`src/softmax_bus_pkg.sv`:
```
// Tile buffer bus definitions; shared by the buffer arbiter and its three bus masters
package softmax_bus_pkg;

    localparam int MAX_TILES   = 16;
    localparam int NUM_MASTERS = 3;

    typedef logic [$clog2(MAX_TILES)-1:0] addr_t;

    // Lower value wins arbitration
    typedef enum logic [1:0] {
        LOADER    = 2'd0,
        SUM_PASS  = 2'd1,
        NORM_PASS = 2'd2
    } master_id_e;

endpackage

```
`src/softmax_fmt_pkg.sv`:
```
// Number formats of the softmax datapath; imported by the exp, ln and pass modules
package softmax_fmt_pkg;

    localparam int ELEM_WIDTH = 32;
    localparam int FRAC_WIDTH = 16;
    localparam int TILE_SIZE  = 4;
    localparam int SUM_WIDTH  = 38;   // Room for 64 exponentials of at most 1.0

    // Signed Q16.16 element
    typedef logic signed [ELEM_WIDTH-1:0] elem_t;

    // Unsigned Q22.16 running sum
    typedef logic [SUM_WIDTH-1:0] sum_t;

    // Lane 0 in the most significant slot
    typedef logic [TILE_SIZE*ELEM_WIDTH-1:0] tile_t;

    localparam elem_t LOG2E_Q  = 32'sd94548;        // 1.442695
    localparam elem_t LN2_Q    = 32'sd45426;        // 0.693147
    localparam elem_t ELEM_MIN = 32'sh8000_0000;    // Start value of the running max

    // Pick one lane out of a tile
    function automatic elem_t get_lane(tile_t t, int idx);
        return elem_t'(t[(TILE_SIZE-1-idx)*ELEM_WIDTH +: ELEM_WIDTH]);
    endfunction

endpackage

```
`src/tile_loader.sv`:
```
// Pass 0: takes input tiles, writes them to the tile buffer and tracks the vector maximum
`timescale 1ns/1ps

module tile_loader #(
    parameter int TOTAL_ELEMENTS = 16
) (
    input  logic                    clk,
    input  logic                    rst_n,
    input  logic                    start,
    input  softmax_fmt_pkg::tile_t  tile_in,
    input  logic                    tile_in_valid,
    output logic                    tile_in_ready,
    output logic                    cyc,
    output logic                    stb,
    output logic                    we,
    output softmax_bus_pkg::addr_t  adr,
    output softmax_fmt_pkg::tile_t  dat_w,
    input  logic                    ack,
    output softmax_fmt_pkg::elem_t  max_val,
    output logic                    load_done
);
    import softmax_fmt_pkg::*;
    import softmax_bus_pkg::*;

    localparam int NUM_TILES = TOTAL_ELEMENTS / TILE_SIZE;

    typedef enum logic [1:0] {L_IDLE, L_TAKE, L_WRITE, L_FINISH} load_state_e;

    load_state_e state;
    elem_t       tile_max;   // Running max folded with the incoming tile

    always_comb begin
        tile_max = max_val;
        for (int i = 0; i < TILE_SIZE; i++) begin
            if (get_lane(tile_in, i) > tile_max) begin
                tile_max = get_lane(tile_in, i);
            end
        end
    end

    always_ff @(posedge clk) begin
        if (!rst_n) begin
            state   <= L_IDLE;
            adr     <= '0;
            max_val <= ELEM_MIN;
        end else begin
            case (state)
                L_IDLE: if (start) begin
                    state   <= L_TAKE;
                    adr     <= '0;
                    max_val <= ELEM_MIN;
                end
                L_TAKE: if (tile_in_valid) begin
                    max_val <= tile_max;
                    state   <= L_WRITE;
                end
                L_WRITE: if (ack) begin
                    adr   <= adr + 1'b1;
                    state <= (adr == addr_t'(NUM_TILES - 1)) ? L_FINISH : L_TAKE;
                end
                default: state <= L_IDLE;   // L_FINISH lasts one cycle
            endcase
        end
    end

    // Payload register, written with the accepted tile
    always_ff @(posedge clk) begin
        if (state == L_TAKE && tile_in_valid) begin
            dat_w <= tile_in;
        end
    end

    assign tile_in_ready = (state == L_TAKE);
    assign cyc           = (state == L_WRITE);
    assign stb           = cyc;
    assign we            = 1'b1;
    assign load_done     = (state == L_FINISH);

endmodule
```
`config.mk`:
```
export PLATFORM = sky130hd
export DESIGN_NAME = tile_loader
export DESIGN_NICKNAME = d
export VERILOG_FILES = /design/src/softmax_bus_pkg.sv /design/src/softmax_fmt_pkg.sv /design/src/tile_loader.sv
export SDC_FILE = /design/constraint.sdc
export NUM_CORES = 1
export LEC_CHECK = 0
export ABC_AREA = 1
export CAP_MARGIN = 20
export CORE_MARGIN = 1
export CORE_UTILIZATION = 50
export CTS_CLUSTER_SIZE = 16
export DETAILED_ROUTE_END_ITERATION = 8
export DONT_BUFFER_PORTS = 1
export GPL_TIMING_DRIVEN = 0
export PLACE_DENSITY_LB_ADDON = 0.15
export SYNTH_ARGS = -nofsm -noshare
export SYNTH_HDL_FRONTEND = slang
export SYNTH_SLANG_ARGS = --single-unit
```
`constraint.sdc`:
```
create_clock -name clk -period 28.1 [get_ports clk]
set_input_delay 5.62 -clock clk [delete_from_list [all_inputs] [get_ports clk]]
set_output_delay 5.62 -clock clk [all_outputs]
set_load 0.005 [all_outputs]
```
; Word level (Yosys, flattened, before mapping)
; Cells that the tools add are included.
[classes]
addsub = 1
order_cmp = 4
eq_ne = 7
muxes = 15
n_reduce_logical = 7
[ops]
columns = op, n
row1 = $mux 32, 6
row2 = $gt 32x32->1, 4
row3 = $pmux 32 s2, 1
row4 = $reduce_and 3->1, 3
row5 = $mux 2, 4
row6 = $mux 4, 2
row7 = $pmux 4 s2, 1
row8 = $pmux 2 s3, 1
row9 = $add 4x1->4 const B, 1
row10 = $eq 2x2->1 const B, 2
row11 = $eq 4x2->1 const B, 1
row12 = $ne 2x2->1 const B, 2
row13 = $reduce_bool 2->1, 2
row14 = $eq 2x1->1 const B, 1
row15 = $logic_not 2->1, 1
row16 = $ne 2x1->1 const B, 1
row17 = $logic_and 1x1->1, 1
[totals]
register_bits = 166
inputBits = 133
output_inout_bits = 169
wordCells = 38

; Longest topological paths before layout
[depth]
word_depth = 10
mapped_depth = 66
mapped_depth_nobuf = 63

; Worst setup path after synthesis
; No wires, ideal clock.
[synth_path]
path_type = input -> register
start = input port tile_in[127]
end = register max_val[23]
setup_time_ps = 132
arrival_time_ps = 12740
t_required_ps = 27968
setup_slack_ps = 15227
path_stages = 55
path_buffers = 5
cell_sequence = ha_1 nand2_1 nor2_1 nand2_1 nor2_1 nand2_1 nand2_1 nand2_2 nand3_4 clkbuf_1 nand2_1 o21ai_0 inv_1 ha_1 nand2_1 inv_1 nand3_1 nor3_1 [... 19 more ...] and2_1 ha_1 a21oi_1 o21ai_0 a21oi_1 nor2_1 o21bai_1 a21oi_1 a211oi_1 nand2_1 or2_2 a32o_1 clkbuf_1 clkbuf_1 o21ai_0 inv_1 nand2_1 a21oi_1
[synth_between]
elab_chain_cells = 10
[synth_rtl]
columns = item, line
row1 = "start, declared", tile_loader.sv:10  ; input softmax_fmt_pkg::tile_t tile_in,
row2 = $gt 32x32->1, tile_loader.sv:35  ; if (get_lane(tile_in, i) > tile_max) begin
row3 = $mux 32 (*), tile_loader.sv:35
row4 = $gt 32x32->1, tile_loader.sv:35
row5 = $mux 32 (*), tile_loader.sv:35
row6 = $gt 32x32->1, tile_loader.sv:35
row7 = $mux 32 (*), tile_loader.sv:35
row8 = $gt 32x32->1, tile_loader.sv:35
row9 = $mux 32 (*), tile_loader.sv:35
row10 = $mux 32 (*), tile_loader.sv:53  ; L_TAKE: if (tile_in_valid) begin
row11 = $pmux 32 s2 (*), tile_loader.sv:47  ; case (state)
row12 = "end signal, assigned", tile_loader.sv:54  ; max_val <= tile_max;
row13 = "end, declared", tile_loader.sv:19  ; output softmax_fmt_pkg::elem_t max_val,
; Every way passes the cells marked *; elsewhere a longest branch is shown, timed or not. The select of a mux whose other input is x is not followed.
; A chain may end at the register's enable or synchronous reset.

; Worst setup path in the final report
[layout_path]
start = input port tile_in[119]
end = register max_val[28]
; The elaborated chain is that of the path after synthesis.

==> reports/metrics.yaml <==
critPathKind: "in2reg"
total_track_usage_pct: 28.2
drc: 0
average_detailed_routed_wire_length_per_instance_um: 20.0
syn_avg_cell_area_sq_um: 8.65
rsz0062_at_grt: "no"
timing.reg2reg.worst_path_depth: 52
global_route.overflow_total: 0
syn_to_final_growth_pct: 10.0
rrSetupSlack_ns: 16.73
min_path_cells: 2
first_iter_violations: 666
timing.rr.end: "max_val[28]"
max_clock_freq_mhz: 62.3
slew_violations: 0
cpPeakStageDelay_ns: 0.49
max-slew-margin-rel_pct: 49.0
cp_data_arrival_time_ns: 16.35
worst-path-max-fanout: 10
netlist_instances: 1184
worst-slew-pin-transition_ns: 0.757
setup-violations-final: 0
crit-reg2reg-launch: "max_val[23]"
die-height_um: 145
cells_resized_by_post_cts_repair: 0
drive_gt1_share_pct: 4.43
hp-class: "reg2reg"
routed_wl_um: 29700
outcome: "completed"
floorplan.io_pins: 302
gp_routability_congestion: 0.874
synth.ff_latch_count: 166
clock_skews_ns: 0.00833
setup_total_negative_slack_ns: 0
async_flop_share_pct: 0
clock_tree.buffer_depth: 2
drt_pass1_iterations: 5
initial_core_util_pct: 51.8
antenna_nets_post_route: 0
cts-buffers-inserted: 17
synth_flop_cell: "edfxtp_1"
critical_path_required_ns: 28.41
clk-insertion-delay-late_ns: 0.44
grt_pass1_wl_um: 44900
fin_crit_sh_pct: 57.1
cts_htree_levels: 4
pin_count_of_the_biggest_net_entering_global_routing: 70
timing.hold.worst.start: "max_val[7]"
cell_area_synth_sq_um: 10200
fp.coreArea_sq_um: 19800
antenna_found_initial: 0
clkSlewWorstSetupHoldPaths_ns: 0.07
synth_cell_type_count: 34
seq_area_frac_synth_pct: 44.9
number_of_cell_rows: 51
final_cell_mix: "nand2_1 (300), inv_1 (152), edfxtp_1 (128)"
placement.setup.worst_slack_ns: 11.85
crit_slowest_cell: "clkbuf_1"
critPathLaunchType: "input pin"
synth-edff-count: 128
hold_viol: 0
cts-root-buf: "clkbuf_16"
whs_endpoint: "max_val[7]"
mostFrequentLayoutCell: "nand2_1"
clock_tree_from_tritoncts: "built"
netlist_top_cells_area: "edfxtp_1 (38%), ha_1 (16%), nand2_1 (11%)"
period_minus_slack_ns: 16.05
setup_fix_buffers_added_after_clock_tree_synthesis: 0
vias_in_the_first_global_route: 7978
final_critical_path_setup_slack_ns: 12.05
num-nets-final: 1465
cap_violations: 0
finish.cell_count_without_fillers: 1483
hpwlAfterDp_um: 22900
critical-path-top-cell-by-count: "nand2_1"
detailroute.via_count: 8417
synth_top_area_cell: "edfxtp_1"
post_synthesis_net_count: 1444
clkSinkCount: 166
ant_cells: 0
hold_buffers: 0
synth_largest_type_area_fraction_pct: 37.5
route.detailed.vias_per_inst: 5.68
placement.io_buffers: 0
die_outline_area_sq_um: 21100
fp.dieW_um: 145
synthesis.yosys.warnings: 0
end_kind: "register"
dpl.cell_count: 1451
==> per-layer routing <==
metal	track usage (%)	wire [um]	vias to the layer above
met4	8.53	643	0
met1	36.5	12500	3875
li1	-	-	4090
met3	8.49	3120	52
met5	0	0	-
met2	45.2	13400	400
==> synth_stat cells, drive strengths merged, types with 6 or more instances <==
cell type and count:
edfxtp 128, nand3 85, a21oi 92, nor3 11, dfxtp 38, nand2 302
buf 17, clkbuf 25, and2 30, o21ai 75, nand4 43, a211oi 6
ha 127, nor2 26, inv 152
==> per-stage QoR <==
step	utilization, %	area, sq um	hold slack, ns
6_report	57.0	11300	0.509
5_1_grt	57.0	11300	0.537
2_1_floorplan	-	10200	0.475
4_1_cts	57.0	11300	0.515
3_3_place_gp	53.5	10600	0.497
3_5_place_dp	53.8	10600	0.499
==> worst max path at each step <==
stage            startpoint  cells past startpoint  slack, ns           to
2_1_floorplan  tile_in[127]                     55      15.23  max_val[23]
3_3_place_gp   tile_in[119]                     51      11.84  max_val[24]
3_5_place_dp   tile_in[119]                     51      11.85  max_val[24]
4_1_cts        tile_in[119]                     51      12.27  max_val[24]
5_1_grt        tile_in[119]                     51      11.16  max_val[30]
6_report       tile_in[119]                     51      12.05  max_val[28]
==> sequential cells by signal, indices dropped and copies added, names as in the netlist <==
register	flops
state	2
adr	4
max_val	32
dat_w	128
==> logic make-up after synthesis <==
family          count (synthesis)  share of synthesized area (%)
other cells                     1                         0.0366
simple gates                  504                           22.0
fa+ha+maj                     127                           15.5
flops                         166                           44.9
buf+inv                       194                           7.37
xor+xnor                        1                         0.0855
compound gates                191                           10.1
==> worst max-delay path: cells and delay by family <==
| family | cells | cell delay (ns) |
|---|---|---|
| xor gates and xnor gates | 1 | 0.16 |
| and+or+nand+nor | 26 | 5.09 |
| adders and majority gates | 4 | 1.17 |
| AOI/OAI and AO/OA | 11 | 1.95 |
| buffers and inverters | 9 | 2.30 |
==> layout make-up <==
type / instances / area (sq um)
fillers: 1785 / 8510
multi-input cells: 824 / 4880
flip-flops and latches: 166 / 4600
inverters: 152 / 571
clock buffers: 18 / 439
well taps: 265 / 332
clock inverters: 14 / 195
plain buffers: 42 / 188
repair buffers: 2 / 55.1
Power is left out: the tool's default activity adds up to more than one toggle a clock period on the data nets, which glitch-free logic cannot reach.
