===== src/softmax_bus_pkg.sv =====
// Tile buffer bus definitions; shared by the buffer arbiter and its three bus masters
package softmax_bus_pkg;

    localparam int MAX_TILES   = 16;
    localparam int NUM_MASTERS = 3;

    typedef logic [$clog2(MAX_TILES)-1:0] addr_t;

    // Lower value wins arbitration
    typedef enum logic [1:0] {
        LOADER    = 2'd0,
        SUM_PASS  = 2'd1,
        NORM_PASS = 2'd2
    } master_id_e;

endpackage


===== src/softmax_fmt_pkg.sv =====
// Number formats of the softmax datapath; imported by the exp, ln and pass modules
package softmax_fmt_pkg;

    localparam int ELEM_WIDTH = 32;
    localparam int FRAC_WIDTH = 16;
    localparam int TILE_SIZE  = 4;
    localparam int SUM_WIDTH  = 38;   // Room for 64 exponentials of at most 1.0

    // Signed Q16.16 element
    typedef logic signed [ELEM_WIDTH-1:0] elem_t;

    // Unsigned Q22.16 running sum
    typedef logic [SUM_WIDTH-1:0] sum_t;

    // Lane 0 in the most significant slot
    typedef logic [TILE_SIZE*ELEM_WIDTH-1:0] tile_t;

    localparam elem_t LOG2E_Q  = 32'sd94548;        // 1.442695
    localparam elem_t LN2_Q    = 32'sd45426;        // 0.693147
    localparam elem_t ELEM_MIN = 32'sh8000_0000;    // Start value of the running max

    // Pick one lane out of a tile
    function automatic elem_t get_lane(tile_t t, int idx);
        return elem_t'(t[(TILE_SIZE-1-idx)*ELEM_WIDTH +: ELEM_WIDTH]);
    endfunction

endpackage


===== src/exp_unit.sv =====
// Combinational base-2 exponential of one non-positive Q16.16 lane, one per lane in a pass
`timescale 1ns/1ps

module exp_unit (
    input  softmax_fmt_pkg::elem_t x,
    output softmax_fmt_pkg::elem_t y
);
    import softmax_fmt_pkg::*;

    logic signed [63:0] prod;    // x * log2(e) in Q32.32
    logic signed [63:0] t;       // Same in Q16.16
    logic signed [63:0] neg_n;   // Minus the integer part, i.e. the right shift
    elem_t              mant;    // 1.f in Q16.16

    assign prod = x * LOG2E_Q;
    assign t    = prod >>> FRAC_WIDTH;

    // Arithmetic shift floors, t is never positive
    assign neg_n = -(t >>> FRAC_WIDTH);
    assign mant  = ELEM_WIDTH'({1'b1, t[FRAC_WIDTH-1:0]});

    // 2^n * 1.f, flushed to zero once the shift empties the word
    assign y = (neg_n >= 32) ? '0 : (mant >> neg_n[4:0]);

endmodule


===== src/normalize_pass.sv =====
// Pass 2: reads every tile again and streams out exp(x - max - ln_sum) tiles
`timescale 1ns/1ps

module normalize_pass #(
    parameter int TOTAL_ELEMENTS = 16
) (
    input  logic                    clk,
    input  logic                    rst_n,
    input  logic                    sum_done,
    input  softmax_fmt_pkg::elem_t  ln_sum,
    input  softmax_fmt_pkg::elem_t  max_val,
    output logic                    cyc,
    output logic                    stb,
    output logic                    we,
    output softmax_bus_pkg::addr_t  adr,
    output softmax_fmt_pkg::tile_t  dat_w,
    input  softmax_fmt_pkg::tile_t  dat_r,
    input  logic                    ack,
    output softmax_fmt_pkg::tile_t  tile_out,
    output logic                    tile_out_valid,
    input  logic                    tile_out_ready,
    output logic                    done
);
    import softmax_fmt_pkg::*;
    import softmax_bus_pkg::*;

    localparam int NUM_TILES = TOTAL_ELEMENTS / TILE_SIZE;

    typedef enum logic [1:0] {N_IDLE, N_READ, N_OUT, N_DONE} norm_state_e;

    norm_state_e state;
    elem_t       max_q;
    elem_t       ln_q;
    tile_t       out_next;

    for (genvar i = 0; i < TILE_SIZE; i++) begin : g_lane
        exp_unit u_exp (
            .x (get_lane(dat_r, i) - max_q - ln_q),
            .y (out_next[(TILE_SIZE-1-i)*ELEM_WIDTH +: ELEM_WIDTH])
        );
    end

    always_ff @(posedge clk) begin
        if (!rst_n) begin
            state <= N_IDLE;
            adr   <= '0;
            max_q <= '0;
            ln_q  <= '0;
        end else begin
            case (state)
                N_IDLE: if (sum_done) begin
                    max_q <= max_val;
                    ln_q  <= ln_sum;
                    adr   <= '0;
                    state <= N_READ;
                end
                N_READ: if (ack) begin
                    state <= N_OUT;
                end
                N_OUT: if (tile_out_ready) begin
                    // Next read only once the current tile is taken
                    adr   <= adr + 1'b1;
                    state <= (adr == addr_t'(NUM_TILES - 1)) ? N_DONE : N_READ;
                end
                default: state <= N_IDLE;
            endcase
        end
    end

    // Result tile, held through back-pressure
    always_ff @(posedge clk) begin
        if (state == N_READ && ack) begin
            tile_out <= out_next;
        end
    end

    assign cyc            = (state == N_READ);
    assign stb            = cyc;
    assign we             = 1'b0;
    assign dat_w          = '0;
    assign tile_out_valid = (state == N_OUT);
    assign done           = (state == N_DONE);

endmodule


===== config.mk =====
export PLATFORM = sky130hd
export DESIGN_NAME = normalize_pass
export DESIGN_NICKNAME = d
export VERILOG_FILES = /design/src/softmax_bus_pkg.sv /design/src/softmax_fmt_pkg.sv /design/src/exp_unit.sv /design/src/normalize_pass.sv
export SDC_FILE = /design/constraint.sdc
export NUM_CORES = 2
export LEC_CHECK = 0
export BUFFER_PORTS_ARGS = -buffer_cell sky130_fd_sc_hd__buf_2
export CAP_MARGIN = 20
export CORE_UTILIZATION = 52
export DETAILED_ROUTE_END_ITERATION = 8
export HOLD_SLACK_MARGIN = 0.1
export PLACE_DENSITY_LB_ADDON = 0.2
export RECOVER_POWER = 25
export SLEW_MARGIN = 20
export SYNTH_ARGS = -nofsm -noshare
export SYNTH_HDL_FRONTEND = slang
export SYNTH_SLANG_ARGS = --single-unit

===== constraint.sdc =====
create_clock -name clk -period 18.6 [get_ports clk]
set_input_delay 3.72 -clock clk [delete_from_list [all_inputs] [get_ports clk]]
set_output_delay 3.72 -clock clk [all_outputs]
set_load 0.01 [all_outputs]

**Word level (Yosys, flattened, before mapping)**

Cells that the tools add are included.
Widths: inputs -> output; s select.

- Bits in read-only memories: 0
- Bits in latches: 0
- Word-level logic and storage cells: 54
- Bits in writable memories: 0
- Bits in registers: 198
- Output and inout bits: 265
- Bits of input ports: 197
- Memories kept: 0

- Bitwise logic cells: 0
- Add/sub/neg operators: 13
- Shift operators: 4
- $mul: 4
- $lt $le $gt $ge: 4
- Eq/ne operators: 7
- Div/mod/pow operators: 0
- Mux-type cells: 8
- Reduce and logical (&&, ||, !) cells: 6

Operators with widths:

| cell | count |
|---|---|
| $ge 64x7->1 const B | 4 |
| $neg 18->64 | 4 |
| $sub 32x32->32 | 8 |
| $mul 32x16->48 const B | 4 |
| $shr 17x5->32 | 4 |
| $mux 2 | 4 |
| $mux 4 | 2 |
| $pmux 4 s2 | 1 |
| $pmux 2 s3 | 1 |
| $reduce_and 3->1 | 2 |
| $add 4x1->4 const B | 1 |
| $eq 2x2->1 const B | 2 |
| $eq 4x2->1 const B | 1 |
| $ne 2x1->1 const B | 2 |
| $eq 2x1->1 const B | 1 |
| $logic_not 2->1 | 1 |
| $ne 2x2->1 const B | 1 |
| $reduce_and 2->1 | 1 |
| $reduce_bool 2->1 | 1 |
| $logic_and 1x1->1 | 1 |

**Depth between registers and ports, before layout**

- Depth after elaboration: 5
- Gate-level depth with buffers: 54
- Mapped depth without buffers: 51

**Modules after synthesis**

A second synthesis with hierarchy kept.

- Cell total of the unflattened synthesis: 7283
- Area, all modules: 63788.7 um^2

Modules (own cells, without submodules):

| module | times used | cells each | area each (um^2) | sequential area each (um^2) |
|---|---|---|---|---|
| normalize_pass | 1 | 1740 | 17092.6 | 5245.0 |
| exp_unit at g_lane[2].u_exp | 1 | 1399 | 11722.5 | 0.0 |
| exp_unit at g_lane[3].u_exp | 1 | 1415 | 11710.0 | 0.0 |
| exp_unit at g_lane[1].u_exp | 1 | 1381 | 11676.2 | 0.0 |
| exp_unit at g_lane[0].u_exp | 1 | 1348 | 11587.4 | 0.0 |

**Worst setup path after synthesis**

OpenSTA, ideal clock, no wires.

- Kind: in2reg
- Start: in dat_r[0]
- End: reg tile_out[3], data pin
- Library setup time: 140 ps
- Stages on the path: 50
- Data arrival time: 15508 ps
- Setup slack: 2952 ps
- Data required time: 18460 ps
- Buffers on the path: 3
- Cells stage by stage: fa_1 inv_1 ha_1 o21a_1 o21ai_0 a21oi_1 o21ai_0 nand2b_1 a2111o_1 a31o_2 a21boi_0 o21bai_1 a21oi_1 xnor2_1 inv_1 fa_1 inv_1 ha_1 [14 not listed] o311ai_1 clkbuf_1 inv_2 ha_1 nand2b_1 o311ai_1 nand4_1 nor4_1 inv_1 or4b_2 ha_1 or4_1 nor4_1 nand4_1 a2111oi_0 a41oi_2 buf_2 nor2_1

- Cells in the longest elaborated chain, start to end: 5
- Elaborated cells between the ends (all ways): 6
- Classes of those cells: add/sub: 3; mul: 1; order compare: 1; shift: 1

RTL lines:

| item | RTL line | source |
|---|---|---|
| start, declared | normalize_pass.sv:17 | `input softmax_fmt_pkg::tile_t dat_r,` |
| $sub 32x32->32 * (2 in series) | normalize_pass.sv:38 | `.x (get_lane(dat_r, i) - max_q - ln_q),` |
| $mul 32x16->48 * | exp_unit.sv:15 | `assign prod = x * LOG2E_Q;` |
| $neg 18->64 | exp_unit.sv:19 | `assign neg_n = -(t >>> FRAC_WIDTH);` |
| $ge 64x7->1 or $shr 17x5->32 (tied branches) | exp_unit.sv:23 | `assign y = (neg_n >= 32) ? '0 : (mant >> neg_n[4:0]);` |
| end signal, assigned | normalize_pass.sv:73 | `tile_out <= out_next;` |
| end, declared | normalize_pass.sv:19 | `output softmax_fmt_pkg::tile_t tile_out,` |

Every way passes the cells marked *; elsewhere a longest branch is shown, timed or not.
A chain may end at the register's enable or synchronous reset.

**Worst setup path after layout**

- Start: in dat_r[0]
- End: reg tile_out[12], data pin

Same word-level chain as after synthesis.

==> results.toml <==
[outcome]
status = "complete, but fails checks"
violations = "capacitance limit, slew limit"

[yosys]
synth.avg_cell_area_um2 = 8.65
syn_inst = 6891
synth_flop_cell = "dfxtp_1"
synth-edff-count = 68
ys_warn_count = 0
netlist_area_mm2 = 0.0596
synth-seq-cells = 138
ys_async_sr_fraction_pct = 0
synth_cell_types = 108
yosysSeqAreaShare_pct = 5.78

[min_path]
hp-class = "reg -> reg"
hold_path_depth = 2

[detailed_routing]
via_per_inst = 5.44
ant_nets = 0
drt_iter0_markers = 2869
wire_per_inst_um = 18.9
vias = 46600
dr.pass1.iters = 7
wirelength_mm = 162
drc_errors = 0

[clock_network]
root_buffer = "clkbuf_16"
cts_made_buffers = 17
numClockSinks = 138
clock_path_buffers = 2
cts_tree = "built"
path_clk_slew_ps = 70
cts_setup_buffers = 0
hold_buffers = 0
htreeDepth = 4
clock_latency_ps = 540
cts_resized = 0

[die]
dieWidth_um = 340
core_area_mm2 = 0.113
io_pins = 462
row_count = 123
die_y_um = 340
start_util_pct = 52.7
dieArea_mm2 = 0.116

[final_layout]
final_nets = 9056
drive_above_1_share_pct = 6.50
area_growth_pct = 4.78

[timing]
finalMaxSlewViolations = 169
min_period_over_period_pct = 89.8
relSlewSlack_pct = -179
setup_viol = 0
hold_violations = 0
timing.final.crit_period_ps = 16700
clock.fmax_mhz = 59.9
fin_skew_ps = 24.5
setup_tns_ps = 0
whs_ps = 465
tightestPinTransition_ps = 4180
rsz0062_at_grt = "false"

[critical_path]
critPathKind = "in -> reg"
endpoint_kind = "register"
arrival_ps = 17050
slowest_delay_ps = 650
cp-start-kind = "input port"
cp.required_ps = 18950
crit_fanout = 21
reg2reg_depth = 48
slowest_stage = "or4b_2"

[global_routing]
overflow = 0
grt_pass1_wl_mm = 256
antenna_found_initial = 9
grt_max_degree = 70
grt_use_total_pct = 28.2
grt_pass1_vias = 46500

[placed_design]
place_congestion = 0.979
port_buffers = 272
hpwl_mm = 141

[job]
cap_violations = 3
-- cells in the mapped netlist, types with 33 or more instances --
master / count / area [um^2]
nor3_1: 88 / 440
nand4_1: 81 / 507
o21ai_0: 172 / 861
a211oi_1: 41 / 308
nand2_1: 407 / 1530
nor2b_1: 42 / 263
xnor2_1: 257 / 2250
edfxtp_1: 68 / 2040
xor2_1: 166 / 1450
a21o_1: 185 / 1390
ha_1: 1000 / 12500
buf_4: 193 / 1450
a21boi_0: 72 / 541
a21oi_1: 307 / 1540
nand3_1: 106 / 531
o211ai_1: 33 / 248
dfxtp_1: 70 / 1400
clkbuf_1: 130 / 488
a31oi_1: 44 / 275
o21a_1: 64 / 480
fa_1: 806 / 16100
inv_1: 1523 / 5720
and2_1: 39 / 244
mux2i_1: 96 / 961
nand2b_1: 42 / 263
mux2_2: 37 / 417
nor2_1: 274 / 1030
-- sequential cells by signal, indices dropped and copies added, names as in the netlist --
| signal | flops |
|---|---|
| tile_out | 68 |
| max_q | 32 |
| ln_q | 32 |
| state | 2 |
| adr | 4 |
-- per-layer routing --
metal | track usage (%) | up-vias | wire [um] | share of wire (%)
li1 | - | 22500 | - | -
met1 | 39.6 | 22700 | 73700 | 46
met2 | 43.6 | 1272 | 71000 | 44
met3 | 6.61 | 171 | 13200 | 8.2
met4 | 7.26 | 12 | 3800 | 2.3
met5 | 0 | - | 80 | 0.049
-- worst max-delay path, delay by kind of cell --
family | cells | cell delay [ps]
buffers and inverters | 9 | 1210
and+or+nand+nor | 9 | 2820
xor gates and xnor gates | 1 | 280
AOI/OAI and AO/OA | 19 | 4340
adders and majority gates | 11 | 4650
-- cell families (layout without fill, tap and decap cells) --
family	Yosys count	count (layout)	synth area share [%]
buffers and inverters	1896	1883	13.2
adder cells (fa/ha/maj)	1808	1808	48.1
AND/OR/NAND/NOR	1307	1307	11.0
AO/OA/AOI/OAI	1183	1183	13.3
XOR/XNOR	423	423	6.22
flip-flops	138	138	5.78
multiplexers	135	135	2.39
other	1	191	0.00629
-- cell usage in the layout (no fill, tap or decap), types with 163 or more instances in the layout --
master | netlist | final
a21o_1 | 185 | 185
conb_1 | 1 | 189
buf_2 | 24 | 270
ha_1 | 1000 | 1000
o21ai_0 | 172 | 172
fa_1 | 806 | 806
xnor2_1 | 257 | 254
nand2_1 | 407 | 406
a21oi_1 | 307 | 307
nor2_1 | 274 | 274
inv_1 | 1523 | 1523
xor2_1 | 166 | 163
-- path summary, 6_finish.rpt --
kind,start,endpoint,slack (ps)
hold / removal,ln_q[0],ln_q[0],470
setup reg to reg,max_q[0],tile_out[12],4330
hold reg to reg,ln_q[0],ln_q[0],470
setup / recovery,dat_r[0],tile_out[12],1900
-- cell type report --
| class | instances | area (um^2) |
|---|---|---|
| fillers | 10500 | 50700 |
| clock buffers | 21 | 462 |
| repair buffers | 321 | 1720 |
| multi-input cells | 5045 | 49100 |
| well taps | 1500 | 1880 |
| flip-flops and latches | 138 | 3440 |
| clock inverters | 11 | 109 |
| inverters | 1530 | 5740 |
| diodes | 2 | 5.00 |
-- per-stage QoR --
stage                     std cells  utilization, %  setup slack [ps]  area, um^2
final                          8568            55.2              1900       62400
after detailed placement       8534            54.7              1450       61800
after floorplan                7079               -              2950       60300
after CTS                      8566            55.2              1900       62400
after global placement         8534            54.7              1660       61800
after global routing           8567            55.2               922       62400
Power is not shown: default switching activity piles up to over one toggle a cycle in this logic, so the estimate is an artifact.
