### config.mk
export PLATFORM = sky130hd
export DESIGN_NAME = exp_sum_pass
export DESIGN_NICKNAME = d
export VERILOG_FILES = /design/src/softmax_bus_pkg.sv /design/src/softmax_fmt_pkg.sv /design/src/exp_sum_pass.sv /design/src/exp_unit.sv /design/src/ln_unit.sv
export SDC_FILE = /design/constraint.sdc
export NUM_CORES = 2
export LEC_CHECK = 0
export BUFFER_PORTS_ARGS = -buffer_cell sky130_fd_sc_hd__clkbuf_2
export CORE_ASPECT_RATIO = 0.9
export CORE_UTILIZATION = 60
export DETAILED_ROUTE_END_ITERATION = 12
export PLACE_DENSITY = 0.8
export SLEW_MARGIN = 20
export SYNTH_ARGS = -nofsm -noshare
export SYNTH_HDL_FRONTEND = slang
export SYNTH_SLANG_ARGS = --single-unit
### constraint.sdc
create_clock -name clk -period 31.4 [get_ports clk]
set_input_delay 9.42 -clock clk [delete_from_list [all_inputs] [get_ports clk]]
set_output_delay 9.42 -clock clk [all_outputs]
set_load 0.03 [all_outputs]
### src/softmax_bus_pkg.sv
// Tile buffer bus definitions; shared by the buffer arbiter and its three bus masters
package softmax_bus_pkg;

    localparam int MAX_TILES   = 16;
    localparam int NUM_MASTERS = 3;

    typedef logic [$clog2(MAX_TILES)-1:0] addr_t;

    // Lower value wins arbitration
    typedef enum logic [1:0] {
        LOADER    = 2'd0,
        SUM_PASS  = 2'd1,
        NORM_PASS = 2'd2
    } master_id_e;

endpackage

### src/softmax_fmt_pkg.sv
// Number formats of the softmax datapath; imported by the exp, ln and pass modules
package softmax_fmt_pkg;

    localparam int ELEM_WIDTH = 32;
    localparam int FRAC_WIDTH = 16;
    localparam int TILE_SIZE  = 4;
    localparam int SUM_WIDTH  = 38;   // Room for 64 exponentials of at most 1.0

    // Signed Q16.16 element
    typedef logic signed [ELEM_WIDTH-1:0] elem_t;

    // Unsigned Q22.16 running sum
    typedef logic [SUM_WIDTH-1:0] sum_t;

    // Lane 0 in the most significant slot
    typedef logic [TILE_SIZE*ELEM_WIDTH-1:0] tile_t;

    localparam elem_t LOG2E_Q  = 32'sd94548;        // 1.442695
    localparam elem_t LN2_Q    = 32'sd45426;        // 0.693147
    localparam elem_t ELEM_MIN = 32'sh8000_0000;    // Start value of the running max

    // Pick one lane out of a tile
    function automatic elem_t get_lane(tile_t t, int idx);
        return elem_t'(t[(TILE_SIZE-1-idx)*ELEM_WIDTH +: ELEM_WIDTH]);
    endfunction

endpackage

### src/exp_sum_pass.sv
// Pass 1: reads every tile, sums exp(x - max) over all lanes and takes ln of the sum
`timescale 1ns/1ps

module exp_sum_pass #(
    parameter int TOTAL_ELEMENTS = 16
) (
    input  logic                    clk,
    input  logic                    rst_n,
    input  logic                    load_done,
    input  softmax_fmt_pkg::elem_t  max_val,
    output logic                    cyc,
    output logic                    stb,
    output logic                    we,
    output softmax_bus_pkg::addr_t  adr,
    output softmax_fmt_pkg::tile_t  dat_w,
    input  softmax_fmt_pkg::tile_t  dat_r,
    input  logic                    ack,
    output softmax_fmt_pkg::elem_t  ln_sum,
    output softmax_fmt_pkg::elem_t  max_out,
    output logic                    sum_done
);
    import softmax_fmt_pkg::*;
    import softmax_bus_pkg::*;

    localparam int NUM_TILES = TOTAL_ELEMENTS / TILE_SIZE;

    typedef enum logic [2:0] {S_IDLE, S_READ, S_GAP, S_LN_WAIT, S_DONE} sum_state_e;

    sum_state_e state;
    sum_t       sum;
    sum_t       tile_sum;             // Exponentials of the tile on dat_r
    elem_t      exp_y [TILE_SIZE];

    for (genvar i = 0; i < TILE_SIZE; i++) begin : g_lane
        exp_unit u_exp (
            .x (get_lane(dat_r, i) - max_out),
            .y (exp_y[i])
        );
    end

    always_comb begin
        tile_sum = '0;
        for (int i = 0; i < TILE_SIZE; i++) begin
            tile_sum = tile_sum + sum_t'($unsigned(exp_y[i]));
        end
    end

    // Follows the sum one cycle later
    ln_unit u_ln (
        .clk   (clk),
        .rst_n (rst_n),
        .s     (sum),
        .ln    (ln_sum)
    );

    always_ff @(posedge clk) begin
        if (!rst_n) begin
            state   <= S_IDLE;
            adr     <= '0;
            sum     <= '0;
            max_out <= '0;
        end else begin
            case (state)
                S_IDLE: if (load_done) begin
                    max_out <= max_val;
                    sum     <= '0;
                    adr     <= '0;
                    state   <= S_READ;
                end
                S_READ: if (ack) begin
                    sum   <= sum + tile_sum;
                    adr   <= adr + 1'b1;
                    state <= (adr == addr_t'(NUM_TILES - 1)) ? S_LN_WAIT : S_GAP;
                end
                S_GAP:     state <= S_READ;    // cyc low for one cycle
                S_LN_WAIT: state <= S_DONE;    // ln_unit registers the final sum
                default:   state <= S_IDLE;
            endcase
        end
    end

    assign cyc      = (state == S_READ);
    assign stb      = cyc;
    assign we       = 1'b0;
    assign dat_w    = '0;
    assign sum_done = (state == S_DONE);

endmodule

### src/exp_unit.sv
// Combinational base-2 exponential of one non-positive Q16.16 lane, one per lane in a pass
`timescale 1ns/1ps

module exp_unit (
    input  softmax_fmt_pkg::elem_t x,
    output softmax_fmt_pkg::elem_t y
);
    import softmax_fmt_pkg::*;

    logic signed [63:0] prod;    // x * log2(e) in Q32.32
    logic signed [63:0] t;       // Same in Q16.16
    logic signed [63:0] neg_n;   // Minus the integer part, i.e. the right shift
    elem_t              mant;    // 1.f in Q16.16

    assign prod = x * LOG2E_Q;
    assign t    = prod >>> FRAC_WIDTH;

    // Arithmetic shift floors, t is never positive
    assign neg_n = -(t >>> FRAC_WIDTH);
    assign mant  = ELEM_WIDTH'({1'b1, t[FRAC_WIDTH-1:0]});

    // 2^n * 1.f, flushed to zero once the shift empties the word
    assign y = (neg_n >= 32) ? '0 : (mant >> neg_n[4:0]);

endmodule

### src/ln_unit.sv
// Registered natural log of the exponential sum, by leading-one range reduction; used in pass 1
`timescale 1ns/1ps

module ln_unit (
    input  logic                   clk,
    input  logic                   rst_n,
    input  softmax_fmt_pkg::sum_t  s,
    output softmax_fmt_pkg::elem_t ln
);
    import softmax_fmt_pkg::*;

    logic [5:0]         p;       // Leading one position
    logic signed [63:0] k;       // Integer part of log2(s)
    sum_t               norm;    // s with its leading one moved to bit FRAC_WIDTH
    logic signed [63:0] log2_q;  // k + m in Q16.16
    logic signed [63:0] prod;

    always_comb begin
        p = '0;
        for (int i = 0; i < SUM_WIDTH; i++) begin
            if (s[i]) begin
                p = 6'(i);
            end
        end
    end

    assign k = $signed({58'b0, p}) - FRAC_WIDTH;

    // Zero-fill on the right when the sum is below one
    assign norm = (p >= FRAC_WIDTH) ? (s >> (p - FRAC_WIDTH)) : (s << (FRAC_WIDTH - p));

    assign log2_q = (k <<< FRAC_WIDTH) + $signed({48'b0, norm[FRAC_WIDTH-1:0]});
    assign prod   = log2_q * LN2_Q;

    always_ff @(posedge clk) begin
        if (!rst_n) begin
            ln <= '0;
        end else begin
            ln <= elem_t'(prod >>> FRAC_WIDTH);   // ln(s) = log2(s) * ln(2)
        end
    end

endmodule

[Word-level counts from Yosys, hierarchy flattened]
Index checks and enable logic that the tools add are counted.
Storage, ports and cells
  flip-flop bits (word level): 109
  bits in latches: 0
  RAM bits: 0
  ROM bits: 0
  input bits: 164
  memories: 0
Operators by class
  $add $sub $neg: 17
  multiply operators: 5
  divide/modulo/power cells: 0
  magnitude comparators: 5
  eq/ne operators: 7
  shift-type cells: 6
  muxes and demuxes: 52
  bitwise operators: 0
  reductions and logical operators: 5
Operators with widths (number)
  64-bit by 7-bit greater-or-equal comparator with 1-bit output (second input constant): 4
  18-bit negator with 64-bit output: 4
  6-bit 2-to-1 mux: 36
  32-bit by 16-bit multiplier with 48-bit output (second input constant): 4
  32-bit 2-to-1 mux: 4
  17-bit by 5-bit >> shifter with 32-bit output: 4
  32-bit subtractor: 4
  38-bit 2-to-1 mux: 2
  38-bit case mux with 2 select lines: 1
  64-bit by 17-bit adder with 64-bit output: 1
  64-bit by 16-bit multiplier with 47-bit output (second input constant): 1
  38-bit by 35-bit adder with 38-bit output: 1
  38-bit by 32-bit << shifter with 16-bit output: 1
  38-bit by 32-bit >> shifter with 16-bit output: 1
  34-bit by 32-bit adder with 35-bit output: 1
  33-bit by 32-bit adder with 34-bit output: 1
  32-bit by 32-bit adder with 33-bit output: 1
  16-bit 2-to-1 mux: 1
  6-bit by 5-bit subtractor with 7-bit output (second input constant): 2
  3-bit case mux with 4 select lines: 1
  4-bit 2-to-1 mux: 2
  4-bit case mux with 2 select lines: 1
  5-bit by 6-bit subtractor with 7-bit output (first input constant): 1
  3-bit by 2-bit == test with 1-bit output (second input constant): 2
  13 further kinds: 16

[Logic depth before layout (Yosys ltp)]
  depth in word-level cells: 42
  mapped depth: 75

[Modules after synthesis]
Synthesis repeated with hierarchy kept, for this count alone.
Second synthesis, totals
  cells, all modules: 8918
  area total of the unflattened synthesis: 72662.2 µm²
Modules (own cells, without submodules)
  exp_unit at g_lane[0].u_exp ...: instances 2, cells an instance 1381, area each 11676.2 µm², seq. area each 0.0 µm²
  exp_sum_pass: instances 1, cells an instance 1971, area each 14755.4 µm², seq. area each 1541.5 µm²
  exp_unit at g_lane[3].u_exp: instances 1, cells an instance 1417, area each 11925.2 µm², seq. area each 0.0 µm²
  exp_unit at g_lane[2].u_exp: instances 1, cells an instance 1404, area each 11710.0 µm², seq. area each 0.0 µm²
  ln_unit: instances 1, cells an instance 1364, area each 10919.2 µm², seq. area each 500.5 µm²

[Worst setup path after synthesis]
No wires, ideal clock.
  path type: input port to flip-flop
  start point: in dat_r[97]
  end point: reg sum[36]
  data arrival time: 25.432 ns
  data required time: 31.272 ns
  path slack: 5.840 ns
  stages on the path: 65
  cells stage by stage: ha_1 > nor2b_1 > o2111ai_1 > a31oi_1 > a211oi_1 > o211ai_1 > nand3_1 > a31oi_1 > o41ai_1 > a21oi_1 > nor2_1 > clkinv_1 > clkbuf_1 > o21ai_0 > ha_1 > fa_1 > fa_1 > inv_1 > (+29 left out) > fa_1 > inv_1 > ha_1 > a21o_1 > a21oi_1 > o21ai_0 > a21oi_1 > o21ai_0 > a21oi_1 > o21ai_0 > a21oi_1 > nand2b_1 > a21oi_1 > a41oi_1 > a211oi_1 > o21ai_0 > xnor2_1 > nor2_1
On the way
  word-level cells in the longest chain between the ends: 11
  elaborated cells on any way between the ends: 12
RTL lines
  start, declared: line exp_sum_pass.sv:16  | input softmax_fmt_pkg::tile_t dat_r,
  32-bit subtractor *: line exp_sum_pass.sv:36  | .x (get_lane(dat_r, i) - max_out),
  32-bit by 16-bit multiplier with 48-bit output *: line exp_unit.sv:15  | assign prod = x * LOG2E_Q;
  18-bit negator with 64-bit output: line exp_unit.sv:19  | assign neg_n = -(t >>> FRAC_WIDTH);
  64-bit by 7-bit greater-or-equal comparator with 1-bit output / 17-bit by 5-bit >> shifter with 32-bit output (equally long branches): line exp_unit.sv:23  | assign y = (neg_n >= 32) ? '0 : (mant >> neg_n[4:0]);
  32-bit 2-to-1 mux *: line exp_unit.sv:23
  32-bit by 32-bit adder with 33-bit output *: line exp_sum_pass.sv:44  | tile_sum = tile_sum + sum_t'($unsigned(exp_y[i]));
  33-bit by 32-bit adder with 34-bit output *: line exp_sum_pass.sv:44
  34-bit by 32-bit adder with 35-bit output *: line exp_sum_pass.sv:44
  38-bit by 35-bit adder with 38-bit output *: line exp_sum_pass.sv:71  | sum <= sum + tile_sum;
  38-bit 2-to-1 mux *: line exp_sum_pass.sv:70  | S_READ: if (ack) begin
  38-bit case mux with 2 select lines *: line exp_sum_pass.sv:63  | case (state)
  end signal, assigned: line exp_sum_pass.sv:71
  end, declared: line exp_sum_pass.sv:30  | sum_t sum;
Every way passes the cells marked *; elsewhere a longest branch is shown, timed or not. The select of a mux whose other input is x is not followed.
A chain may end at the register's enable or synchronous reset.

[Final worst setup path]
  start point: in dat_r[97]
  end point: reg sum[32]
Same word-level chain as after synthesis.

==> flow_summary.ini <==
[outcome]
status = complete, no violations

[routing]
vias = 54177
wl_per_cell_um = 19.2
drtPass1Iterations = 6
drtAntennaViolNets = 0
drt-total-wl_um = 180000
drt_iter0_drc = 4470
via_per_inst = 5.78
drc = 0

[sta]
slew_viol_final = 0
fin_crit_ns = 27.87
clock_skew_ns = 0.0407
max_clock_freq_mhz = 35.9
setup_viol = 0
grt_setup_unrepaired = false
tns_ns = 0
worstMarginPinSlew_ns = 1.15
whs_ns = 0.473
slew_headroom_pct = 22.8
fin_ws_ns = 3.53
finalCritPeriodShare_pct = 88.8
hold_viol = 0

[clocking]
cts-root-buf = clkbuf_16
cts_buffer_depth = 2
cts_setup_buffers = 0
cts_hold_buf = 0
cts-htree-levels = 3
cts_sinks = 109
clock_latency_ns = 0.48
cts_made_buffers = 9
cts_tree = yes
post_cts_resized = 0
clk_pin_slew_ns = 0.09

[setup_path]
ff2ff_path_depth = 71
endpoint_kind = flip-flop
path_depth = 70
path_buf_inv = 11
slowest_stage = a211oi_1
cp_max_fo = 24
cp_data_required_time_ns = 31.71
worstSetupPathType = primary input to flip-flop
startpoint_type = primary input
critPathArrivalTime_ns = 28.18
cp_top_family = compound AO/OA/AOI/OAI gates
max_stage_delay_ns = 0.88

[synth]
synthTopCellsByArea = fa_1, ha_1, inv_1, dfxtp_1, xnor2_1
ys_ff_latch = 109
synth_flop_cell = dfxtp_1
synthesis.area_um2 = 64700
synth_common_cells = inv_1, ha_1, fa_1
synth_warnings = 0
postSynthCellCount = 7750
ys_seq_area_share_pct = 3.37
yosys.cell_count.top_type = inv_1
synth-edff-count = 0
yosysTopAreaCell = fa_1
synth.avg_cell_area_um2 = 8.35
synth_cell_types = 112
yosys.area.top_type_share_pct = 27.6
synthArstFlopShare_pct = 0

[floorplan]
placeableCoreArea_um2 = 106000
io_pins = 364
num_rows = 113
die_h_um = 314
dieArea_um2 = 109000
fp.dieW_um = 348
start_util_pct = 60.9

[grt]
grt_overflow = 0
antenna_found_initial = 18
grt_max_degree = 55
grt_use_total_pct = 33.2
grt_pass1_vias = 54055
grt_pass1_wl_um = 286000

[placement]
place_ws_ns = 3.17
place_hpwl_um = 154000
port_buffers = 234
gp_congestion = 0.981

[hold_path]
hold_depth = 2
hp-class = flip-flop to flip-flop

[final_layout]
nNetsFinal = 10124
area_delta_synth_final_pct = 4.60
layout-drive-gt1-share_pct = 5.94
fillers = 8932

[job]
max_cap_violations = 0
==> stage by stage <==
step | utilization (%) | instances | area (um^2)
floorplan | - | 7878 | 65200
global placement | 63.4 | 9333 | 67300
detailed placement | 63.4 | 9333 | 67300
CTS | 63.6 | 9349 | 67600
global route | 63.7 | 9355 | 67600
finish | 63.7 | 9371 | 67700
==> cells by family after synthesis <==
family                     Yosys count  synth area share, %
and+or+nand+nor                   1589                 12.0
muxes                              137                 2.23
other                                1              0.00580
AOI/OAI and AO/OA                 1362                 14.0
xor gates and xnor gates           375                 5.10
adders and majority gates         2057                 50.1
buffers and inverters             2120                 13.1
DFF                                109                 3.37
==> path summary, 6_finish.rpt <==
check / startpoint / to / slack (ns)
setup / recovery: dat_r[97] / sum[32] / 3.53
hold / removal: max_out[14] / max_out[14] / 0.47
setup reg to reg: max_out[1] / sum[32] / 11.50
hold reg to reg: max_out[14] / max_out[14] / 0.47
==> placed cells by master (no fill, tap or decap), drive strengths merged, types with 68 or more instances in the layout <==
cell / instances
nand2: 436
clkbuf: 243
dfxtp: 109
nand2b: 68
nor2: 388
nand3: 146
buf: 93
nor3: 123
ha: 1160
a21oi: 379
conb: 129
xnor2: 242
xor2: 132
a21o: 151
inv: 1809
a211oi: 74
fa: 893
mux2i: 106
o21ai: 254
==> routing by layer <==
metal / up-vias / GRT usage, % / share of wire [%]
met1: 26309 / 43.8 / 42
met5: - / 0 / 0.064
met2: 1991 / 54.2 / 46
met4: 16 / 12.4 / 3.9
li1: 25493 / - / -
met3: 368 / 6.29 / 7.8
==> sequential cells by signal (all words and copies together), names as in the netlist <==
name and cells:
sum 38, max_out 32, u_ln.ln 32, adr 4, state 3
==> worst min-delay path: stages (launching register included) <==
cell     delay (ns)
dfxtp_1        0.32
nand2_1        0.05
a21oi_1        0.05
==> cell type report <==
type                    instances  area [um^2]  area share [%]
repair buffers                327         1870            2.76
clock buffers                   9          225           0.333
inverters                    1811         6800            10.0
clock inverters                 7         86.3           0.128
diodes                         22         55.1          0.0814
flip-flops and latches        109         2180            3.22
multi-input cells            5649        54700            80.8
well taps                    1437         1800            2.66
Power is not shown: default switching activity piles up to over one toggle a cycle in this logic, so the estimate is an artifact.
