### src/softmax_bus_pkg.sv
// Tile buffer bus definitions; shared by the buffer arbiter and its three bus masters
package softmax_bus_pkg;

    localparam int MAX_TILES   = 16;
    localparam int NUM_MASTERS = 3;

    typedef logic [$clog2(MAX_TILES)-1:0] addr_t;

    // Lower value wins arbitration
    typedef enum logic [1:0] {
        LOADER    = 2'd0,
        SUM_PASS  = 2'd1,
        NORM_PASS = 2'd2
    } master_id_e;

endpackage

### src/softmax_fmt_pkg.sv
// Number formats of the softmax datapath; imported by the exp, ln and pass modules
package softmax_fmt_pkg;

    localparam int ELEM_WIDTH = 32;
    localparam int FRAC_WIDTH = 16;
    localparam int TILE_SIZE  = 4;
    localparam int SUM_WIDTH  = 38;   // Room for 64 exponentials of at most 1.0

    // Signed Q16.16 element
    typedef logic signed [ELEM_WIDTH-1:0] elem_t;

    // Unsigned Q22.16 running sum
    typedef logic [SUM_WIDTH-1:0] sum_t;

    // Lane 0 in the most significant slot
    typedef logic [TILE_SIZE*ELEM_WIDTH-1:0] tile_t;

    localparam elem_t LOG2E_Q  = 32'sd94548;        // 1.442695
    localparam elem_t LN2_Q    = 32'sd45426;        // 0.693147
    localparam elem_t ELEM_MIN = 32'sh8000_0000;    // Start value of the running max

    // Pick one lane out of a tile
    function automatic elem_t get_lane(tile_t t, int idx);
        return elem_t'(t[(TILE_SIZE-1-idx)*ELEM_WIDTH +: ELEM_WIDTH]);
    endfunction

endpackage

### src/shared_tile_buffer.sv
// Tile memory behind a fixed-priority Wishbone classic arbiter for the three pass engines
`timescale 1ns/1ps

module shared_tile_buffer (
    input  logic                    clk,
    input  logic                    rst_n,
    input  logic                    m0_cyc,
    input  logic                    m0_stb,
    input  logic                    m0_we,
    input  softmax_bus_pkg::addr_t  m0_adr,
    input  softmax_fmt_pkg::tile_t  m0_dat_w,
    output softmax_fmt_pkg::tile_t  m0_dat_r,
    output logic                    m0_ack,
    input  logic                    m1_cyc,
    input  logic                    m1_stb,
    input  logic                    m1_we,
    input  softmax_bus_pkg::addr_t  m1_adr,
    input  softmax_fmt_pkg::tile_t  m1_dat_w,
    output softmax_fmt_pkg::tile_t  m1_dat_r,
    output logic                    m1_ack,
    input  logic                    m2_cyc,
    input  logic                    m2_stb,
    input  logic                    m2_we,
    input  softmax_bus_pkg::addr_t  m2_adr,
    input  softmax_fmt_pkg::tile_t  m2_dat_w,
    output softmax_fmt_pkg::tile_t  m2_dat_r,
    output logic                    m2_ack
);
    import softmax_fmt_pkg::*;
    import softmax_bus_pkg::*;

    logic [NUM_MASTERS-1:0] cyc_v;
    logic [NUM_MASTERS-1:0] stb_v;
    logic [NUM_MASTERS-1:0] we_v;
    addr_t                  adr_v   [NUM_MASTERS];
    tile_t                  dat_w_v [NUM_MASTERS];

    master_id_e gnt_id;
    master_id_e next_id;
    logic       gnt_valid;
    logic       req;        // Granted master has a strobe not yet acked
    logic       ack_q;
    tile_t      rd_q;
    tile_t      mem [MAX_TILES];

    assign cyc_v   = {m2_cyc, m1_cyc, m0_cyc};
    assign stb_v   = {m2_stb, m1_stb, m0_stb};
    assign we_v    = {m2_we, m1_we, m0_we};
    assign adr_v   = '{m0_adr, m1_adr, m2_adr};
    assign dat_w_v = '{m0_dat_w, m1_dat_w, m2_dat_w};

    // Lowest-numbered requester
    always_comb begin
        next_id = LOADER;
        for (int i = NUM_MASTERS - 1; i >= 0; i--) begin
            if (cyc_v[i]) begin
                next_id = master_id_e'(i);
            end
        end
    end

    assign req = gnt_valid && cyc_v[gnt_id] && stb_v[gnt_id] && !ack_q;

    always_ff @(posedge clk) begin
        if (!rst_n) begin
            gnt_valid <= 1'b0;
            gnt_id    <= LOADER;
            ack_q     <= 1'b0;
        end else begin
            if (!gnt_valid) begin
                if (|cyc_v) begin
                    gnt_valid <= 1'b1;
                    gnt_id    <= next_id;
                end
            end else if (!cyc_v[gnt_id]) begin
                gnt_valid <= 1'b0;   // Held cycle is over
            end
            ack_q <= req;
        end
    end

    always_ff @(posedge clk) begin
        if (req) begin
            if (we_v[gnt_id]) begin
                mem[adr_v[gnt_id]] <= dat_w_v[gnt_id];
            end
            rd_q <= mem[adr_v[gnt_id]];
        end
    end

    // Read data is shared, ack goes only to the granted master
    assign m0_dat_r = rd_q;
    assign m1_dat_r = rd_q;
    assign m2_dat_r = rd_q;
    assign m0_ack   = ack_q && (gnt_id == LOADER);
    assign m1_ack   = ack_q && (gnt_id == SUM_PASS);
    assign m2_ack   = ack_q && (gnt_id == NORM_PASS);

endmodule

### config.mk
export PLATFORM = sky130hd
export DESIGN_NAME = shared_tile_buffer
export DESIGN_NICKNAME = d
export VERILOG_FILES = /design/src/softmax_bus_pkg.sv /design/src/softmax_fmt_pkg.sv /design/src/shared_tile_buffer.sv
export SDC_FILE = /design/constraint.sdc
export NUM_CORES = 2
export LEC_CHECK = 0
export BUFFER_PORTS_ARGS = -buffer_cell sky130_fd_sc_hd__buf_2
export CORE_AREA = 5 5 546 548
export DETAILED_ROUTE_END_ITERATION = 8
export DIE_AREA = 0 0 551 553
export GPL_TIMING_DRIVEN = 0
export PLACE_DENSITY_LB_ADDON = 0.05
export SYNTH_ARGS = -nofsm -noshare
export SYNTH_HDL_FRONTEND = slang
export SYNTH_SLANG_ARGS = --single-unit
### constraint.sdc
create_clock -name clk -period 12.2 [get_ports clk]
set_clock_uncertainty 0.1 [all_clocks]
set_input_delay 1.83 -clock clk [delete_from_list [all_inputs] [get_ports clk]]
set_output_delay 1.83 -clock clk [all_outputs]
set_load 0.02 [all_outputs]
## Word-level counts from Yosys, hierarchy flattened

Memories as Yosys holds them, arrays and structs flattened. A register that Yosys moved wholly into a read port is not among the register bits.
Index checks and enable logic that the tools add are counted.

| storage, ports and cells | value |
|---|---|
| word-level logic and storage cells | 41 |
| register bits after elaboration | 4 |
| memories kept | 1 |
| bits in writable memories | 2048 |
| input bits | 407 |
| output and inout port bits | 387 |

| operators by class | value |
|---|---|
| $lt $le $gt $ge | 2 |
| equal/unequal tests | 2 |
| bitwise gates (word level) | 2 |
| reductions and logical operators | 10 |
| multiplexer cells | 21 |

Memory list:

| name | words | width | read ports | clocked after memory_dff | wr ports | RTL line | text |
|---|---|---|---|---|---|---|---|
| mem | 16 | 128 | 1 | 1 | 1 | shared_tile_buffer.sv:44 | `tile_t mem [MAX_TILES];` |

Operator list:

| kind | count |
|---|---|
| binary-select mux 128 bit (select 2 bit) | 1 |
| 2-to-1 mux 128 bit | 2 |
| 2-to-1 mux 1 bit | 9 |
| binary-select mux 4 bit (select 2 bit) | 1 |
| 2-to-1 mux 4 bit | 2 |
| binary-select mux 1 bit (select 2 bit) | 3 |
| logical AND 1 bit | 6 |
| 2-to-1 mux 2 bit | 3 |
| >= comparator 3 bit (second input constant) | 1 |
| less-than comparator 2 x 3 -> 1 bit (second input constant) | 1 |
| NOT 2 -> 3 bit | 1 |
| OR reduction 3 bit | 1 |
| equality test 2 x 1 -> 1 bit (second input constant) | 1 |
| equality test 2 bit (second input constant) | 1 |
| logical NOT 2 bit | 1 |
| AND reduction 2 bit | 1 |
| logical NOT 1 bit | 1 |
| NOT 1 bit | 1 |

## Depth between registers and ports, before layout

| depth | value |
|---|---|
| depth after elaboration | 7 |
| gate-level depth with buffers | 10 |
| mapped depth without buffers | 5 |

## Least setup slack after synthesis

OpenSTA, ideal clock, no wires.

| timing path | value |
|---|---|
| path kind | input -> register |
| start point | input m1_cyc |
| end point | register rd_q[0] (netlist: m0_dat_r[0]) (read register of mem), enable pin |
| path slack | 594 ps |
| path buffers | 0 |
| data arrival time | 10731 ps |
| library setup time | 775 ps |
| required time | 11325 ps |
| cell stages on the path | 3 |
| cell sequence | mux2i_1 > a2bb2oi_1 > nor3_1 |

| on the way | value |
|---|---|
| longest elaborated chain between the ends | 5 |

RTL lines:

| element | RTL line | text |
|---|---|---|
| start: declaration | shared_tile_buffer.sv:14 | `input logic m1_cyc,` |
| binary-select mux 1 bit (select 2 bit) | shared_tile_buffer.sv:62 | `assign req = gnt_valid && cyc_v[gnt_id] && stb_v[gnt_id] && !ack_q;` |
| 2-to-1 mux 1 bit (not written as such) | shared_tile_buffer.sv:62 |  |
| logical AND 1 bit (3 in series) | shared_tile_buffer.sv:62 |  |
| named net req | shared_tile_buffer.sv:41 | `logic req;` |
| end: declaration | shared_tile_buffer.sv:43 | `tile_t rd_q;` |

The timed path passes the listed nets, and every way through them passes these cells. The select of a mux whose other input is x is not followed.
A chain may end at the register's enable or synchronous reset.

## Worst setup path after layout

| timing path | value |
|---|---|
| start point | register gnt_id[1] |
| end point | output m0_ack |

| on the way | value |
|---|---|
| longest elaborated chain between the ends | 2 |

RTL lines:

| element | RTL line | text |
|---|---|---|
| start: declaration | shared_tile_buffer.sv:38 | `master_id_e gnt_id;` |
| start signal: assignment | shared_tile_buffer.sv:73 | `gnt_id <= next_id;` |
| logical NOT 2 bit | shared_tile_buffer.sv:95 | `assign m0_ack = ack_q && (gnt_id == LOADER);` |
| logical AND 1 bit | shared_tile_buffer.sv:95 |  |
| end: declaration | shared_tile_buffer.sv:13 | `output logic m0_ack,` |

No other way between the ends.

==> impl_metrics.env <==
export IMPL_cts_tree="done"
export IMPL_die_area_um2=304700
export IMPL_grt_pass1_wl_mm=516.7
export IMPL_drc=0
export IMPL_clk_latency_ns=0.85
export IMPL_core_area_um2=292600
export IMPL_synth_area_leader_cell="edfxtp_1"
export IMPL_area_growth_pct=20.34
export IMPL_cts_resized=0
export IMPL_setup_viol=0
export IMPL_cp_max_fo=11
export IMPL_post_drt_wl_per_cell_um=28.25
export IMPL_htreeDepth=5
export IMPL_worstPathRequired_ns=10.27
export IMPL_p_leak_nw=40.96
export IMPL_numPlacedInstances=12455
export IMPL_post_route_util_pct=41.89
export IMPL_outcome="complete, but fails checks"
export IMPL_ant_nets=0
export IMPL_cp_slowest_stage_delay_ns=0.75
export IMPL_ys_top_cells_by_area="edfxtp_1 64%, mux2i_1 10%, nand2_1 4.7%, a2111oi_0 4.4%, nor3b_1 3.8%"
export IMPL_path_depth=8
export IMPL_syn_nets=7919
export IMPL_drive_above_1_share_pct=21.69
export IMPL_row_count=199
export IMPL_nets=9213
export IMPL_clk_pin_slew_ns=0.06
export IMPL_min_path_type="reg -> reg"
export IMPL_synth_top_family_by_area="multiplexers"
export IMPL_synth_edf_count=2176
export IMPL_synth_compound_area_share_pct=10.03
export IMPL_startpoint_type="register"
export IMPL_synthMuxAreaShare_pct=11.56
export IMPL_rsz0062_at_grt="no"
export IMPL_grt_max_degree=32
export IMPL_violations="capacitance limit, slew limit"
export IMPL_post_dp_hpwl_mm=268.1
export IMPL_post_cts_setup_buffers=0
export IMPL_initial_core_util_pct=34.81
export IMPL_gp_congestion=0.7846
export IMPL_worstSetupEndpointType="output port"
export IMPL_wirelength_mm=365.6
export IMPL_synth_xor_area_share_pct=0
export IMPL_cts_buffers=268
export IMPL_r2r_slack_ns=6.29
export IMPL_drt_initial_drc_count=5592
export IMPL_hold_violations=0
export IMPL_cts_buffer_depth=4
export IMPL_synth_simple_area_share_pct=9.618
export IMPL_r2r_start="gnt_id[1]$_SDFFE_PN0P_"
export IMPL_hold_buffers=0
export IMPL_crit_buf_inv=7
export IMPL_synthAdderAreaFrac_pct=0
export IMPL_synthCells=7512
export IMPL_critical_path_class="reg -> out"
export IMPL_crit_path_top_delay_cell="clkbuf_1"
export IMPL_yosys_warnings=0
export IMPL_rr_endpoint="mem[2][79]$_DFFE_PP_"
export IMPL_period_share_pct=56.96
export IMPL_crit_family="buffers and inverters"
export IMPL_root_buffer="clkbuf_16"
export IMPL_synth_top_area_share_pct=64.16
export IMPL_period_needed_ns=6.949
export IMPL_track_usage_pct=23.20
export IMPL_worstPathArrival_ns=5.02
export IMPL_path_cells="buf_2 > buf_2 > buf_1 > clkbuf_2 > clkbuf_1 > clkbuf_1 > nor3b_1 > buf_2"
export IMPL_synth_area_um2=101800
export IMPL_finalNonFillerCells=12943
export IMPL_seq_area_frac_synth_pct=64.24
export IMPL_ir_worst_vdd_uv=103.8
export IMPL_n_fill_cell=27025
export IMPL_ys_types=34
export IMPL_io_pin_count=794
export IMPL_clkSinkCount=2180
export IMPL_firstDrtPassIters=6
export IMPL_maxSlewViolCount=2
export IMPL_gr_total_overflow=0
export IMPL_ys_ff_latch=2180
export IMPL_hold_slack_ns=0.4235
export IMPL_first_global_vias=70965
export IMPL_antenna_found_initial=38
export IMPL_viasPerCell=5.449
export IMPL_vias=70524
export IMPL_async_flop_share_pct=0
export IMPL_crit_top_cell="buf_2"
export IMPL_crit_path_end="m0_ack"
export IMPL_clock_fmax_mhz=143.9
export IMPL_io_buffers=793
export IMPL_maxSlewHeadroom_pct=-9.910
export IMPL_tightest_slew_ns=1.607
export IMPL_drv_cap=1
export IMPL_chipWidth_um=551
export IMPL_chipHeight_um=553
export IMPL_ys_flop_type="edfxtp_1"
export IMPL_syn_avg_cell_area_um2=13.56
export IMPL_power_density_nw_per_um2=152.3
export IMPL_reg2reg_depth=12
export IMPL_critPathLaunch="gnt_id[1]$_SDFFE_PN0P_"
==> placed cells by master, fill, tap and decap left out, types with 128 or more instances in the layout <==
cell / Yosys / routed
nor3b_1: 513 / 513
mux2i_1: 1030 / 1030
a311oi_1: 128 / 128
buf_4: 274 / 367
nand2_1: 1285 / 1285
edfxtp_1: 2176 / 2176
mux2_2: 129 / 129
clkbuf_16: 0 / 279
a22oi_1: 128 / 128
a211oi_1: 384 / 384
buf_2: 99 / 893
or4_1: 128 / 128
clkbuf_1: 508 / 546
a2111oi_0: 512 / 512
==> how the worst min path moves through the flow <==
stage | start | end | slack [ns] | depth (start not counted)
after detailed placement | gnt_valid$_SDFF_PN0_ | gnt_valid$_SDFF_PN0_ | 0.41 | 1
after global placement | gnt_valid$_SDFF_PN0_ | gnt_valid$_SDFF_PN0_ | 0.41 | 1
after global routing | gnt_valid$_SDFF_PN0_ | gnt_valid$_SDFF_PN0_ | 0.46 | 1
after floorplan | gnt_valid$_SDFF_PN0_ | gnt_valid$_SDFF_PN0_ | 0.38 | 1
final | gnt_valid$_SDFF_PN0_ | gnt_valid$_SDFF_PN0_ | 0.42 | 1
after CTS | gnt_valid$_SDFF_PN0_ | gnt_valid$_SDFF_PN0_ | 0.43 | 1
==> Yosys cell counts, types with 5 or more instances <==
master     count
a2111oi_0    512
a211oi_1     384
a22oi_1      128
a2bb2oi_1      5
a311oi_1     128
buf_1         25
buf_2         99
buf_4        274
buf_6          6
clkbuf_1     508
edfxtp_1    2176
mux2_2       129
mux2i_1     1030
nand2_1     1285
nor2_1        22
nor3b_1      513
o21ai_0      130
or4_1        128
==> final cells by class <==
cell class | instances | area (µm²) | share of cell area, %
repair buffers | 1024 | 7378 | 6.020
flip-flops and latches | 2180 | 65420 | 53.38
clock buffers | 343 | 7222 | 5.892
plain buffers | 914 | 4669 | 3.810
inverters | 1 | 3.754 | 0.003062
clock inverters | 122 | 883.3 | 0.7207
diodes | 23 | 57.56 | 0.04696
multi-input cells | 4417 | 32030 | 26.13
well taps | 3919 | 4903 | 4.001
==> worst reg2reg max path: stages (launching register included) <==
cell	delay [ns]
dfxtp_1	0.30
buf_2	0.33
nor2b_1	0.47
o2bb2ai_2	0.67
buf_2	0.49
buf_2	0.28
buf_2	0.40
buf_1	0.56
nand3_1	0.49
nor2_4	0.73
buf_12	0.28
buf_12	0.22
buf_12	0.26
==> registers in the layout, summed over array words and instances (netlist names) <==
name,flops
ack_q,1
m0_dat_r,128
mem,2048
gnt_id,2
gnt_valid,1
==> power breakdown <==
| group | switching [mW] | internal (mW) | total (mW) | leakage [nW] |
|---|---|---|---|---|
| Combinational | 1.85 | 0.778 | 2.63 | 17.4 |
| Clock | 3.15 | 4.40 | 7.55 | 3.96 |
| Sequential | 0.0258 | 8.46 | 8.49 | 19.6 |
| Total | 5.02 | 13.6 | 18.7 | 41.0 |
==> logic make-up (layout without fill, tap and decap cells) <==
kind of cell	Yosys count	in the layout
flip-flops	2180	2180
AND/OR/NAND/NOR	1961	1961
AO/OA/AOI/OAI	1296	1296
multiplexers	1160	1160
buffers and inverters	915	2404
other	0	23
==> through the flow <==
step | setup WS (ns) | area [µm²] | power [mW] | setup TNS, ns
finish | 5.251 | 122600 | 18.66 | 0
global route | 5.099 | 122500 | 19.34 | 0
CTS | 5.205 | 122500 | 18.88 | 0
detailed placement | 4.925 | 114400 | 11.30 | 0
global placement | -7.953 | 110700 | 11.19 | -9250.68
floorplan | 0.5940 | 101800 | 9.986 | 0
==> routing by layer <==
layer	share of wire, %	track usage [%]
met4	3.6	7.929
met2	48	38.35
met1	43	31.09
met3	5.8	3.594
met5	0	0
Power figures use the tool's default switching activity.
